File: config.mk
export PLATFORM = sky130hd
export DESIGN_NAME = apbCommandPort
export DESIGN_NICKNAME = d
export VERILOG_FILES = /design/src/hw/sparcIsaPkg.sv /design/src/hw/lsuCfgPkg.sv /design/src/hw/apbCommandPort.sv
export SDC_FILE = /design/constraint.sdc
export NUM_CORES = 1
export LEC_CHECK = 0
export BUFFER_PORTS_ARGS = -buffer_cell sky130_fd_sc_hd__buf_2
export CORE_AREA = 4 4 73 75
export CTS_CLUSTER_DIAMETER = 100
export DETAILED_ROUTE_END_ITERATION = 10
export DIE_AREA = 0 0 77 79
export HOLD_SLACK_MARGIN = 0.06
export PLACE_DENSITY = 0.7
export SLEW_MARGIN = 20
export SYNTH_ARGS = -nofsm -noshare
export SYNTH_HDL_FRONTEND = slang
export SYNTH_SLANG_ARGS = --single-unit
export TNS_END_PERCENT = 30
File: constraint.sdc
create_clock -name Clk -period 2.15 [get_ports Clk]
set_input_delay 0.1075 -clock Clk [delete_from_list [all_inputs] [get_ports Clk]]
set_output_delay 0.1075 -clock Clk [all_outputs]
set_load 0.05 [all_outputs]
File: src/hw/sparcIsaPkg.sv
package sparcIsaPkg;

    // LSB of each instruction field
    localparam int OpLsb = 30;
    localparam int RdLsb = 25;
    localparam int Op2Lsb = 22;
    localparam int Op3Lsb = 19;
    localparam int Rs1Lsb = 14;
    localparam int IBit = 13; // Selects simm13 over rs2
    localparam int Rs2Lsb = 0;

    localparam int RegAddrW = 5;
    localparam int Simm13W = 13;
    localparam int Imm22W = 22;
    localparam int SethiShift = 10;

    localparam logic [1:0] OpMem = 2'b11;
    localparam logic [1:0] OpFmt2 = 2'b00; // SETHI, branches and NOP
    localparam logic [2:0] Op2Sethi = 3'b100;

    // Load and store group
    localparam logic [5:0] Op3Ldsb = 6'b001001;
    localparam logic [5:0] Op3Ldsh = 6'b001010;
    localparam logic [5:0] Op3Ld = 6'b000000;
    localparam logic [5:0] Op3Ldub = 6'b000001;
    localparam logic [5:0] Op3Lduh = 6'b000010;
    localparam logic [5:0] Op3Stb = 6'b000101;
    localparam logic [5:0] Op3Sth = 6'b000110;
    localparam logic [5:0] Op3St = 6'b000100;

    typedef enum logic [1:0] {
        SizeByte = 2'b00,
        SizeHalf = 2'b01,
        SizeWord = 2'b10
    } accessSizeT;

    typedef struct packed {
        logic memEnable;
        logic isStore;
        accessSizeT accessSize;
        logic signExtend;
        logic rfWrite;
        logic isSethi;
        logic illegal;
    } decodedCtrlT;

endpackage

File: src/hw/lsuCfgPkg.sv
package lsuCfgPkg;

    localparam int DataW = 32;
    localparam int NumRegs = 32;
    localparam int MemBytes = 512;
    localparam int MemAddrW = 9;
    localparam int ApbAddrW = 12;

    // APB address map
    localparam logic [ApbAddrW-1:0] AddrInstr = 12'h000;
    localparam logic [ApbAddrW-1:0] AddrRegBase = 12'h080; // r0 here and rn at base + 4n
    localparam logic [ApbAddrW-1:0] AddrRegLast = 12'h0FC;

endpackage

File: src/hw/apbCommandPort.sv
`timescale 1ns/1ps

module apbCommandPort
(
    input  logic                             Clk,
    input  logic                             rst,
    input  logic                             psel,
    input  logic                             penable,
    input  logic                             pwrite,
    input  logic [lsuCfgPkg::ApbAddrW-1:0]   paddr,
    input  logic [lsuCfgPkg::DataW-1:0]      pwdata,
    input  logic [lsuCfgPkg::DataW-1:0]      hostRdData,
    input  logic                             done,
    input  logic                             illegal,
    output logic                             pready,
    output logic [lsuCfgPkg::DataW-1:0]      prdata,
    output logic                             pslverr,
    output logic [sparcIsaPkg::RegAddrW-1:0] hostRdAddr,
    output logic                             hostWrEn,
    output logic [sparcIsaPkg::RegAddrW-1:0] hostWrAddr,
    output logic [lsuCfgPkg::DataW-1:0]      hostWrData,
    output logic                             start,
    output logic [lsuCfgPkg::DataW-1:0]      instrWord
);

    typedef enum logic [1:0] {
        StIdle,   // Waiting for a transfer
        StAccess, // Instruction in flight, waiting for done
        StWait    // Response cycle
    } stateT;

    stateT state;
    stateT nextState;
    logic firstAccess;
    logic isInstr;
    logic isReg;
    logic errQ;
    logic [sparcIsaPkg::RegAddrW-1:0] regIdx;

    assign firstAccess = psel & penable & (state == StIdle);
    assign isInstr = (paddr == lsuCfgPkg::AddrInstr);
    assign isReg = (paddr >= lsuCfgPkg::AddrRegBase) && (paddr <= lsuCfgPkg::AddrRegLast) &&
                   (paddr[1:0] == 2'b00);
    assign regIdx = paddr[2 +: sparcIsaPkg::RegAddrW]; // Window base is 128-byte aligned

    assign hostRdAddr = regIdx;
    assign hostWrAddr = regIdx;
    assign hostWrData = pwdata;
    assign hostWrEn = firstAccess & pwrite & isReg;
    assign start = firstAccess & pwrite & isInstr;
    assign instrWord = pwdata; // Held stable by the host during the transfer

    always_comb
    begin
        nextState = state;
        case (state)
            StIdle:
                if (start)
                    nextState = StAccess;
            StAccess:
                if (done)
                    nextState = StWait;
            default:
                nextState = StIdle;
        endcase
    end

    always_ff @(posedge Clk)
    begin
        if (rst)
        begin
            state <= StIdle;
            errQ <= 1'b0;
        end
        else
        begin
            state <= nextState;
            if (state == StAccess && done)
                errQ <= illegal;
        end
    end

    always_comb
    begin
        pready = 1'b0;
        pslverr = 1'b0;
        prdata = '0;
        if (state == StWait)
        begin
            pready = 1'b1;
            pslverr = errQ;
        end
        else if (firstAccess && !start)
        begin
            pready = 1'b1; // Window access or error completes at once
            pslverr = !isReg;
            if (!pwrite && isReg)
                prdata = hostRdData;
        end
    end

endmodule

Yosys cells after proc, flatten, opt, wreduce, memory -nomap -nowiden
Cells that the tools add are included.

Logic and storage cells: 35. Bits of input ports: 83. Output and inout bits: 110. Register bits: 3.

Eq/ne operators: 4. Reduce and logical (&&, ||, !) cells: 12. Bitwise logic cells: 5. Order comparisons: 2. Mux-type cells: 10.

Operator list (count): $mux 32 (3); $ge 12x8->1 const B (1); $le 12x8->1 const B (1); $logic_not 12->1 (1); $and 1x1->1 (5); $logic_and 1x1->1 (5); $logic_not 2->1 (2); $mux 1 (4); $mux 2 (2); $ne 2x2->1 const B (2); $pmux 2 s2 (1); $logic_not 1->1 (3); $eq 2x1->1 const B (1); $eq 2x2->1 const B (1); $reduce_and 2->1 (1).

Longest topological paths before layout
Gate-level depths: netlist of run 1.

Depth after elaboration: 8. Mapped depth: 4. Depth with buffers taken out: 3.

Least setup slack after synthesis of run 1
Ideal clock, no wire load.

Path type: flip-flop to output port. Start: register state[0]. End: output hostWrEn. Path slack: 0.319 ns. Data required time: 2.043 ns. Arrival: 1.723 ns. Stages on the path, launching flop included: 4. Path buffers: 0. Path through: dfxtp_1 nand4bb_1 or3_1 nor2_1.

Word-level cells in the longest chain between the ends: 4.

Ends and longest elaborated chain: start: declaration (line apbCommandPort.sv:32) `stateT state;`; start signal: assignment (line apbCommandPort.sv:72) `state <= StIdle;`; start signal: assignment (line apbCommandPort.sv:77) `state <= nextState;`; $logic_not 2->1 (line apbCommandPort.sv:40) `assign firstAccess = psel & penable & (state == StIdle);`; $and 1x1->1 (line apbCommandPort.sv:40); $and 1x1->1 (2 in a row) (line apbCommandPort.sv:49) `assign hostWrEn = firstAccess & pwrite & isReg;`; end: declaration (line apbCommandPort.sv:19) `output logic hostWrEn,`.

No other way between the ends.

Worst setup path after layout of run 1
Start: register state[1]. End: output prdata[29] (netlist bit).

Word-level cells in the longest chain between the ends: 8. Elaborated cells between the ends (all ways): 9. Those cells by class: 1 x eq/ne; 2 x mux; 3 x bitwise; 3 x reduce/logical.

Ends and longest elaborated chain: $logic_not 2->1 (line apbCommandPort.sv:40); $and 1x1->1 (line apbCommandPort.sv:40); $and 1x1->1 (2 in a row) (line apbCommandPort.sv:50) `assign start = firstAccess & pwrite & isInstr;`; $logic_not 1->1 (line apbCommandPort.sv:93) `else if (firstAccess && !start)`; $logic_and 1x1->1 (line apbCommandPort.sv:93); $mux 32 (line apbCommandPort.sv:93); $mux 32 (*) (line apbCommandPort.sv:88) `if (state == StWait)`; end: declaration (line apbCommandPort.sv:16) `output logic [lsuCfgPkg::DataW-1:0] prdata,`.

Mark *: on every way between the ends. The rest lies on a longest branch, timed or not.

==> qor.log, run 1 <==
[clock_tree] cell chosen for the clock root sky130_fd_sc_hd__clkbuf_8
[yosys] fraction of the mapped netlist area in compound gates 0.04217
[grt] pin count of the biggest net entering global routing 33
[worst_setup_path] register-to-register setup slack 0.63 ns
[floorplanning] area enclosed by the die boundary 6083 um^2
[outcome] outcome finished, final reports clean
[worst_setup_path] Worst EP arrival 1.88 ns
[worst_setup_path] Critical Path Start Type register
[grt] antenna violations before repair 0
[cells_and_area] count of placed standard cells in the final layout, fillers left out 215
[clock_tree] Sinks on Clock Net 3
[yosys] nets in the synthesized netlist 220
[power_and_ir_drop] total power divided by cell area 324.7 nW/um^2
[sta] final total negative setup slack 0 ns
[power_and_ir_drop] Internal Pwr Total 0.0002291 W
[cells_and_area] layout overhead on the synthesized area 1.446%
[yosys] share of synthesized area occupied by flip-flops and latches 0.05783
[yosys] largest cells by area after synthesis sky130_fd_sc_hd__buf_4, sky130_fd_sc_hd__and2_1, sky130_fd_sc_hd__dfxtp_1, sky130_fd_sc_hd__buf_6, sky130_fd_sc_hd__nand3b_1
[grt] busiest layer in global routing met2
[yosys] summed instance area of the synthesized netlist 1038 um^2
[power_and_ir_drop] fraction of power spent switching nets 0.3304
[sta] maximum clock frequency 0.5033 GHz
[grt] combined global-route utilization of all metal layers 0.07847
[yosys] async set or reset register ratio after synthesis 0
[power_and_ir_drop] power consumption 0.0003421 W
[cells_and_area] Multi-input gate area 389.1 um^2
[floorplanning] Boundary Pins 193
[drt] number of detailed-routing iterations run before antenna repair 4
[yosys] Synth cell types 22
[worst_setup_path] Crit Path Category register to output pin
[cells_and_area] share of cells above drive strength 1 0.6522
[yosys] Post-Synth Simple-Gate Area 0.3229
[cells_and_area] # fillers 536
[yosys] top cells by count, synth sky130_fd_sc_hd__buf_4, sky130_fd_sc_hd__and2_1, sky130_fd_sc_hd__nor2_1
[yosys] portion of netlist area occupied by mux cells 0.009639
[placement] Placement Setup Slack 0.3326 ns
[placement] final HPWL from detailed placement 2.305 mm
[clock_tree] CTS resizes 0
[floorplanning] die width 77 um
[job] Max Cap Viol 0
[sta] final count of pins violating max slew 0
[floorplanning] die extent in y 79 um
[clock_tree] # hold bufs at CTS 0
[grt] grt met3 use 0.03741
[grt] met1 capacity usage during global routing 0.08874
[cells_and_area] ant diodes 0
[sta] relative slew slack 0.6927
[yosys] average size of a mapped cell 7.580 um^2
[power_and_ir_drop] Lkg Pwr 0.6396 nW
[sta] final worst-path setup slack 0.1629 ns
[sta] final setup violation count 0
[grt] first-pass GRT wire length 3.953 mm
[clock_tree] clock tree from TritonCTS built
[worst_setup_path] number of cells on the worst reg-to-reg path 3
[yosys] Yosys Warn Count 0
[placement] placed instance count 211
[yosys] dominant cell by count in the synthesized netlist sky130_fd_sc_hd__buf_4
[sta] number of endpoints with negative hold slack in the final report 0
[cells_and_area] Register Area 60.06 um^2
[worst_setup_path] Max Fanout on Critical Path 32
[min_path] number of cells on the worst hold path 2
[worst_setup_path] element type at the critical path end output pin
[clock_tree] Post CTS Setup Buffer Count 0
[clock_tree] insertion delay of the later-clocked pin in the worst-skew pair 0.22 ns
[yosys] XOR/XNOR Fraction of Synth Area 0
[yosys] cell type with the highest aggregate area in the netlist sky130_fd_sc_hd__buf_4
[worst_setup_path] maximum cell stage delay along the critical path 0.35 ns
[worst_setup_path] worst-path cell with the longest stage delay sky130_fd_sc_hd__nor4_4
[sta] fin crit share 0.9242
[yosys] share of the synthesized area in the top cell type 0.5349
[yosys] arithmetic-cell share of the synthesized area counting full adders, half adders and majority gates 0
[drt] routed wirelength normalized by instance count 12.26 um
[yosys] dominant combinational cell family by area after synthesis buffers and inverters
[yosys] leading register cell type out of synthesis sky130_fd_sc_hd__dfxtp_1
[power_and_ir_drop] sequential fraction of design power 0.164
[power_and_ir_drop] clock network fraction of design power 0.487
[placement] Routability Congestion 0.7294
[floorplanning] initial cell density of the core 0.2228
[drt] DR iter-0 viols 13
[placement] number of port buffers 96
[power_and_ir_drop] net switching power 0.0001130 W
[yosys] number of cells produced by synthesis 137
[sta] setup repair after global routing missed its margin no
[drt] total wire length after detailed routing 2.636 mm
[drt] post-detailed-route via-to-cell ratio 3.912
[grt] overall overflow remaining after global route 0
[clock_tree] buffer levels on the longest clock path 2
[drt] count of unresolved DRC violations after routing 0
[sta] clock skew 0.0003268 ns
[cells_and_area] share of the core filled with cells in the final layout 0.2260
[sta] final worst path period need 1.987 ns
[worst_setup_path] endpoint required time on the critical path 2.04 ns
[floorplanning] Placement Rows 25
[yosys] Post-synth EDFFs 0
[sta] transition time of the tightest slew-check pin 0.4546 ns
[drt] antenna violation net count after detailed routing 0
[power_and_ir_drop] Combinational Power Share 0.349
[yosys] Seq cells post-synth 3
[clock_tree] clock buffers created by TritonCTS 3
[worst_setup_path] cell-by-cell listing of the critical path nand4bb_1 > nor4_4 > buf_6 > and2_1 > buf_2
[grt] GR Layer Usage met2 0.1237
[clock_tree] CTS H-tree depth 1
[grt] via count of the first global-routing pass 784
[min_path] kind of path behind the tightest hold check primary input to register
[cells_and_area] net total in the final layout 245
[clock_tree] clock slew at the register clock pins of the worst setup and hold paths 0.03 ns
[power_and_ir_drop] largest voltage drop on the vdd net 252.4 uV
[drt] via count 841
[floorplanning] core box area 4661 um^2
## area by class of cell
class | instances | share of cell area
tap | 54 | 0.06413
multi-input combinational | 57 | 0.3694
timing repair buffer | 97 | 0.4667
sequential | 3 | 0.05701
clock buffer | 4 | 0.04276
## power by group through the flow
stage	clock network (W)	logic [W]	registers [W]
after floorplan	0	0.000394	0.0000568
after global placement	0	0.000120	0.0000568
after detailed placement	0	0.000121	0.0000568
after CTS	0.000172	0.000121	0.0000561
after global routing	0.000175	0.000129	0.0000560
final	0.000167	0.000119	0.0000561
## kinds of logic (layout without fill, tap and decap cells)
group / after synthesis / count (layout)
and+or+nand+nor: 51 / 51
DFF: 3 / 3
buffers and inverters: 77 / 101
AOI/OAI and AO/OA: 5 / 5
muxes: 1 / 1
## metal layers
layer,part of all wire,wire [um],vias to the layer above
li1,-,-,409
met1,0.38,1011,349
met2,0.46,1220,73
met3,0.14,365,10
met4,0.015,39,0
met5,0,0,-
## stage by stage
| stage | area (um^2) | hold WS [ns] |
|---|---|---|
| 2_1_floorplan | 1039 | 0.1799 |
| 5_1_grt | 1054 | 0.1187 |
| 3_3_place_gp | 1005 | 0.2155 |
| 6_report | 1054 | 0.1098 |
| 3_5_place_dp | 1005 | 0.2155 |
| 4_1_cts | 1050 | 0.1061 |
## worst max-delay path, delay by kind of cell, from the launching register on
kind          cells  cell delay (ns)
buf+inv           2             0.48
flops             1             0.34
simple gates      3             0.83
## layout by cell type (no fill, tap or decap), types with 2 or more instances in the layout
master | netlist | layout
sky130_fd_sc_hd__dfxtp_1 | 3 | 3
sky130_fd_sc_hd__nand2_1 | 2 | 2
sky130_fd_sc_hd__and2_1 | 32 | 32
sky130_fd_sc_hd__clkbuf_8 | 0 | 3
sky130_fd_sc_hd__nor2_1 | 5 | 5
sky130_fd_sc_hd__nand3b_1 | 3 | 3
sky130_fd_sc_hd__buf_2 | 0 | 96
## final timing paths
| check | start | to |
|---|---|---|
| setup / recovery | state[1] | prdata[29] |
| hold / removal | rst | errQ |
| setup reg to reg | state[1] | state[0] |
| hold reg to reg | errQ | errQ |
## registers in the layout, summed over array words and instances (netlist names)
register	flops
state	2
errQ	1
(Power assumes the default switching activity.)
==> run 2, diff against run 1 <==
Settings changed: CTS_CLUSTER_SIZE from default to 25, MAX_ROUTING_LAYER from default to met4.
==> qor.log, run 2 (synthesized netlist as in run 1, its figures left out) <==
[outcome] outcome finished, final reports clean [unchanged]
[cells_and_area] final design area excluding fillers 1054 um^2 [unchanged]
[drt] total wire length after detailed routing 2.636 mm [unchanged]
[min_path] number of cells on the worst hold path 2 [unchanged]
[worst_setup_path] Worst EP arrival 1.88 ns [about the same]
[floorplanning] die extent in y 79 um [unchanged]
[floorplanning] Boundary Pins 193 [unchanged]
[worst_setup_path] endpoint required time on the critical path 2.04 ns [about the same]
[job] Max Cap Viol 0 [unchanged]
[power_and_ir_drop] sequential fraction of design power 0.164 [about the same]
[power_and_ir_drop] Combinational Power Share 0.349 [about the same]
[sta] final count of pins violating max slew 0 [unchanged]
[power_and_ir_drop] clock network fraction of design power 0.487 [about the same]
[sta] Fin Hold WS 0.1098 ns [about the same]
[sta] clock skew 0.0003268 ns [about the same]
[cells_and_area] share of cells above drive strength 1 0.6522 [unchanged]
[worst_setup_path] Top Family by Delay on Critical Path simple AND/OR/NAND/NOR gates [unchanged]
[sta] relative slew slack 0.6927 [unchanged]
[sta] number of endpoints with negative hold slack in the final report 0 [unchanged]
[worst_setup_path] Crit Path Category register to output pin [unchanged]
[cells_and_area] net total in the final layout 245 [unchanged]
[grt] via count of the first global-routing pass 786 [was 784]
[worst_setup_path] worst reg2reg path endpoint state[0] [unchanged]
[grt] pin count of the biggest net entering global routing 33 [unchanged]
[power_and_ir_drop] power consumption 0.0003421 W [about the same]
[sta] final setup violation count 0 [unchanged]
[worst_setup_path] cell-by-cell listing of the critical path nand4bb_1 > nor4_4 > buf_6 > and2_1 > buf_2 [unchanged]
[min_path] kind of path behind the tightest hold check primary input to register [unchanged]
[clock_tree] CTS H-tree depth 1 [unchanged]
[drt] antenna violation net count after detailed routing 0 [unchanged]
[cells_and_area] most common cell after layout, fill and taps aside sky130_fd_sc_hd__buf_2 [unchanged]
[grt] combined global-route utilization of all metal layers 0.08035 [was 0.07847]
[placement] Routability Congestion 0.7382 [was 0.7294]
[power_and_ir_drop] net switching power 0.0001130 W [about the same]
[cells_and_area] register with the most flip-flops state [unchanged]
[placement] Post-DP Area 1005 um^2 [unchanged]
[cells_and_area] layout overhead on the synthesized area 1.446% [unchanged]
[clock_tree] buffer levels on the longest clock path 2 [unchanged]
[clock_tree] cell chosen for the clock root sky130_fd_sc_hd__clkbuf_8 [unchanged]
[clock_tree] Sinks on Clock Net 3 [unchanged]
[cells_and_area] most used cells in the layout excluding fill and tap cells sky130_fd_sc_hd__buf_2, sky130_fd_sc_hd__and2_1, sky130_fd_sc_hd__nor2_1 [unchanged]
[sta] setup repair after global routing missed its margin no [unchanged]
[clock_tree] # hold bufs at CTS 0 [unchanged]
[sta] maximum clock frequency 0.5033 GHz [unchanged]
[sta] final worst path period need 1.987 ns [about the same]
[worst_setup_path] number of buffers and inverters on the critical path 2 [unchanged]
[worst_setup_path] maximum cell stage delay along the critical path 0.35 ns [about the same]
[worst_setup_path] number of cells on the worst reg-to-reg path 3 [unchanged]
[worst_setup_path] Max Fanout on Critical Path 32 [unchanged]
[grt] first-pass GRT wire length 3.939 mm [was 3.953 mm]
[power_and_ir_drop] Lkg Pwr 0.6396 nW [unchanged]
[cells_and_area] flip-flop count of the largest register, all copies and words added 2 [unchanged]
[power_and_ir_drop] Internal Pwr Total 0.0002291 W [unchanged]
[clock_tree] clock tree from TritonCTS built [unchanged]
[grt] antenna violations before repair 0 [unchanged]
[power_and_ir_drop] fraction of power spent switching nets 0.3304 [about the same]
[worst_setup_path] element type at the critical path end output pin [unchanged]
[drt] routed wirelength normalized by instance count 12.26 um [unchanged]
[clock_tree] clock buffers created by TritonCTS 3 [unchanged]
[placement] final HPWL from detailed placement 2.305 mm [unchanged]
[drt] via count 841 [unchanged]
[placement] placed instance count 211 [unchanged]
[min_path] worst min-delay path endpoint errQ [unchanged]
[clock_tree] clock slew at the register clock pins of the worst setup and hold paths 0.03 ns [about the same]
[worst_setup_path] register-to-register setup slack 0.63 ns [about the same]
[floorplanning] core box area 4661 um^2 [unchanged]
[sta] final total negative setup slack 0 ns [unchanged]
[worst_setup_path] worst reg2reg startpoint state[1] [unchanged]
[floorplanning] initial cell density of the core 0.2228 [unchanged]
[drt] number of detailed-routing iterations run before antenna repair 4 [unchanged]
[cells_and_area] Multi-input gate area 389.1 um^2 [unchanged]
[drt] DR iter-0 viols 12 [was 13]
[cells_and_area] biggest registers after layout state x2, errQ x1 [unchanged]
[cells_and_area] count of placed standard cells in the final layout, fillers left out 215 [unchanged]
[grt] overall overflow remaining after global route 0 [unchanged]
[cells_and_area] ant diodes 0 [unchanged]
[min_path] startpoint of the most critical hold path rst [unchanged]
[drt] post-detailed-route via-to-cell ratio 3.912 [unchanged]
[floorplanning] Placement Rows 25 [unchanged]
[sta] transition time of the tightest slew-check pin 0.4546 ns [unchanged]
[floorplanning] area enclosed by the die boundary 6083 um^2 [unchanged]
[worst_setup_path] worst-path cell with the longest stage delay sky130_fd_sc_hd__nor4_4 [unchanged]
[drt] count of unresolved DRC violations after routing 0 [unchanged]
[cells_and_area] Register Area 60.06 um^2 [unchanged]
[sta] fin crit share 0.9242 [about the same]
[worst_setup_path] Stages on worst setup path 5 [unchanged]
[floorplanning] die width 77 um [unchanged]
[placement] number of port buffers 96 [unchanged]
[worst_setup_path] Critical Path Start Type register [unchanged]
[cells_and_area] # fillers 536 [unchanged]
[power_and_ir_drop] total power divided by cell area 324.7 nW/um^2 [about the same]
[clock_tree] insertion delay of the later-clocked pin in the worst-skew pair 0.22 ns [about the same]
[power_and_ir_drop] largest voltage drop on the vdd net 252.4 uV [about the same]
run 2: cell counts in the layout (fill, tap and decap cells not counted):
No cell type changed its count.
run 2: power groups by stage:
stage | combinational (W) | clock, W | sequential, W
2_1_floorplan | 0.000394 | 0 | 0.0000568
3_3_place_gp | 0.000120 | 0 | 0.0000568
3_5_place_dp | 0.000121 | 0 | 0.0000568
4_1_cts | 0.000121 | 0.000172 | 0.0000561
5_1_grt | 0.000129 | 0.000175 | 0.0000560
6_report | 0.000119 | 0.000167 | 0.0000561
run 2: cell type report:
cell class | instances | area share
sequential | 3 | 0.05701
multi-input combinational | 57 | 0.3694
tap | 54 | 0.06413
clock buffer | 4 | 0.04276
timing repair buffer | 97 | 0.4667
run 2: worst reg2reg max path: stages, from the launching register on:
cell and delay (ns):
sky130_fd_sc_hd__dfxtp_1 0.34, sky130_fd_sc_hd__nand4bb_1 0.33, sky130_fd_sc_hd__or3_1 0.52, sky130_fd_sc_hd__o31ai_2 0.24
run 2: routing by layer:
layer,wire (um),share of wire,track usage,vias to the layer above
li1,-,-,-,409
met1,1016,0.39,0.08942,349
met2,1221,0.46,0.1228,73
met3,359,0.14,0.03628,10
met4,39,0.015,0.03915,0
met5,0,0,-,-
run 2: through the flow:
stage / util / setup slack, ns
CTS: 0.2252 / 0.08430
floorplan: - / 0.3193
detailed placement: 0.2156 / 0.3326
global placement: 0.2156 / 0.3669
global route: 0.2260 / 0.03322
finish: 0.2260 / 0.1629
run 2: worst max-delay path by stage:
| stage | startpoint | endpoint | slack [ns] |
|---|---|---|---|
| after floorplan | state[0] | hostWrEn | 0.32 |
| after global placement | paddr[1] | prdata[24] | 0.37 |
| after detailed placement | state[1] | prdata[14] | 0.33 |
| after CTS | state[1] | prdata[14] | 0.08 |
| after global routing | state[1] | prdata[14] | 0.03 |
| final | state[1] | prdata[29] | 0.16 |
run 2: timing repair:
item,in CTS,in global routing
setup buffers,0,0
gates resized for setup,0,1
endpoints found under the setup margin,0,27
==> run 3, diff against run 2 <==
==> constraint.sdc (replaced) <==
create_clock -name Clk -period 2.15 [get_ports Clk]
set_input_delay 0.215 -clock Clk [delete_from_list [all_inputs] [get_ports Clk]]
set_output_delay 0.215 -clock Clk [all_outputs]
set_load 0.005 [all_outputs]
==> qor.log, run 3 (synthesized netlist as in run 1, its figures left out) <==
[outcome] outcome finished, final reports clean [unchanged]
[clock_tree] clock slew at the register clock pins of the worst setup and hold paths 0.03 ns [about the same]
[worst_setup_path] element type at the critical path end output pin [unchanged]
[min_path] kind of path behind the tightest hold check primary input to register [unchanged]
[worst_setup_path] Critical Path Start Type register [unchanged]
[sta] relative slew slack 0.7112 [was 0.6927]
[sta] final worst path period need 1.943 ns [was 1.987 ns]
[cells_and_area] layout overhead on the synthesized area 1.446% [unchanged]
[clock_tree] Sinks on Clock Net 3 [unchanged]
[clock_tree] clock tree from TritonCTS built [unchanged]
[grt] via count of the first global-routing pass 791 [was 786]
[cells_and_area] net total in the final layout 245 [unchanged]
[clock_tree] buffer levels on the longest clock path 2 [unchanged]
[grt] combined global-route utilization of all metal layers 0.08032 [was 0.08035]
[floorplanning] area enclosed by the die boundary 6083 um^2 [unchanged]
[drt] DR iter-0 viols 15 [was 12]
[cells_and_area] share of cells above drive strength 1 0.6522 [unchanged]
[cells_and_area] register with the most flip-flops state [unchanged]
[worst_setup_path] cell-by-cell listing of the critical path nand4bb_1 > nor4_4 > buf_6 > and2_1 > buf_2 [unchanged]
[power_and_ir_drop] largest voltage drop on the vdd net 235.1 uV [was 252.4 uV]
[cells_and_area] ant diodes 0 [unchanged]
[worst_setup_path] Top Family by Delay on Critical Path simple AND/OR/NAND/NOR gates [unchanged]
[worst_setup_path] Worst EP arrival 1.73 ns [was 1.88 ns]
[floorplanning] core box area 4661 um^2 [unchanged]
[sta] setup repair after global routing missed its margin no [unchanged]
[power_and_ir_drop] fraction of power spent switching nets 0.2249 [was 0.3304]
[worst_setup_path] Crit Path Category register to output pin [unchanged]
[worst_setup_path] Max Fanout on Critical Path 32 [unchanged]
[cells_and_area] most used cells in the layout excluding fill and tap cells sky130_fd_sc_hd__buf_2, sky130_fd_sc_hd__and2_1, sky130_fd_sc_hd__nor2_1 [unchanged]
[sta] maximum clock frequency 0.5147 GHz [was 0.5033 GHz]
[cells_and_area] share of the core filled with cells in the final layout 0.2260 [unchanged]
[placement] final HPWL from detailed placement 2.297 mm [was 2.305 mm]
[grt] pin count of the biggest net entering global routing 33 [unchanged]
[placement] Routability Congestion 0.7376 [was 0.7382]
[job] Max Cap Viol 0 [unchanged]
[grt] overall overflow remaining after global route 0 [unchanged]
[floorplanning] initial cell density of the core 0.2228 [unchanged]
[clock_tree] insertion delay of the later-clocked pin in the worst-skew pair 0.21 ns [was 0.22 ns]
[power_and_ir_drop] clock network fraction of design power 0.553 [was 0.487]
[sta] final total negative setup slack 0 ns [unchanged]
[worst_setup_path] endpoint required time on the critical path 1.93 ns [was 2.04 ns]
[sta] final worst-path setup slack 0.2073 ns [was 0.1629 ns]
[floorplanning] Boundary Pins 193 [unchanged]
[drt] total wire length after detailed routing 2.616 mm [was 2.636 mm]
[grt] antenna violations before repair 0 [unchanged]
[placement] Placement Setup Slack 0.2889 ns [was 0.3326 ns]
[drt] antenna violation net count after detailed routing 0 [unchanged]
[clock_tree] cell chosen for the clock root sky130_fd_sc_hd__clkbuf_8 [unchanged]
[power_and_ir_drop] net switching power 0.00006625 W [was 0.0001130 W]
[sta] final setup violation count 0 [unchanged]
[cells_and_area] flip-flop count of the largest register, all copies and words added 2 [unchanged]
[placement] number of port buffers 96 [unchanged]
[power_and_ir_drop] sequential fraction of design power 0.190 [was 0.164]
[sta] fin crit share 0.9036 [was 0.9242]
[sta] final count of pins violating max slew 0 [unchanged]
[cells_and_area] most common cell after layout, fill and taps aside sky130_fd_sc_hd__buf_2 [unchanged]
[floorplanning] Placement Rows 25 [unchanged]
[worst_setup_path] worst-path cell with the longest stage delay sky130_fd_sc_hd__dfxtp_1 [was sky130_fd_sc_hd__nor4_4]
[drt] routed wirelength normalized by instance count 12.17 um [was 12.26 um]
[drt] number of detailed-routing iterations run before antenna repair 4 [unchanged]
[cells_and_area] biggest registers after layout state x2, errQ x1 [unchanged]
[drt] post-detailed-route via-to-cell ratio 3.860 [was 3.912]
[power_and_ir_drop] Combinational Power Share 0.256 [was 0.349]
[clock_tree] # hold bufs at CTS 0 [unchanged]
[clock_tree] CTS H-tree depth 1 [unchanged]
[drt] via count 830 [was 841]
[sta] number of endpoints with negative hold slack in the final report 0 [unchanged]
[worst_setup_path] number of buffers and inverters on the critical path 2 [unchanged]
[worst_setup_path] maximum cell stage delay along the critical path 0.34 ns [was 0.35 ns]
[sta] clock skew 0.0008438 ns [was 0.0003268 ns]
[power_and_ir_drop] Lkg Pwr 0.6396 nW [unchanged]
[floorplanning] die width 77 um [unchanged]
[clock_tree] clock buffers created by TritonCTS 3 [unchanged]
[grt] first-pass GRT wire length 3.919 mm [was 3.939 mm]
[power_and_ir_drop] Internal Pwr Total 0.0002284 W [was 0.0002291 W]
[floorplanning] die extent in y 79 um [unchanged]
[power_and_ir_drop] total power divided by cell area 279.7 nW/um^2 [was 324.7 nW/um^2]
[sta] transition time of the tightest slew-check pin 0.4272 ns [was 0.4546 ns]
[drt] count of unresolved DRC violations after routing 0 [unchanged]
run 3: cell counts in the layout (fill, tap and decap cells not counted):
No cell type changed its count.
run 3: worst paths after layout:
check	startpoint	end	slack, ns	cells after the start
max	state[1]	prdata[21]	0.21	5
min	rst	errQ	0.22	2
max reg2reg	state[1]	state[0]	0.63	3
min reg2reg	errQ	errQ	0.53	2
run 3: per-layer routing:
metal | wire length [um] | GRT usage
met1 | 990 | 0.08793
met2 | 1208 | 0.1202
met3 | 366 | 0.04195
met4 | 50 | 0.03915
met5 | 0 | -
run 3: final cells by class:
type	instances	area (um^2)
Clock buffer	4	45.04
Fill cell	524	3607
Multi-Input combinational cell	57	389.1
Sequential cell	3	60.06
Tap cell	54	67.56
Timing Repair Buffer	97	491.7
run 3: repair_timing:
action	in CTS	in global routing
endpoints found under the setup margin	0	1
gates resized for setup	0	1
setup buffers	0	0
run 3: metrics by stage:
step | hold WS (ns) | instance area [um^2] | cells | total power [W]
final | 0.2176 | 1054 | 215 | 0.0002946
after global routing | 0.2323 | 1054 | 215 | 0.0003140
after CTS | 0.2164 | 1050 | 215 | 0.0003001
after detailed placement | 0.4301 | 1005 | 211 | 0.0001334
after global placement | 0.4275 | 1005 | 211 | 0.0001327
after floorplan | 0.2874 | 1039 | 137 | 0.0001815
run 3: power by group through the flow:
| stage | registers (W) | logic (W) | clock network (W) |
|---|---|---|---|
| 2_1_floorplan | 0.0000568 | 0.000125 | 0 |
| 3_3_place_gp | 0.0000568 | 0.0000759 | 0 |
| 3_5_place_dp | 0.0000568 | 0.0000766 | 0 |
| 4_1_cts | 0.0000561 | 0.0000773 | 0.000167 |
| 5_1_grt | 0.0000560 | 0.0000851 | 0.000173 |
| 6_report | 0.0000561 | 0.0000755 | 0.000163 |
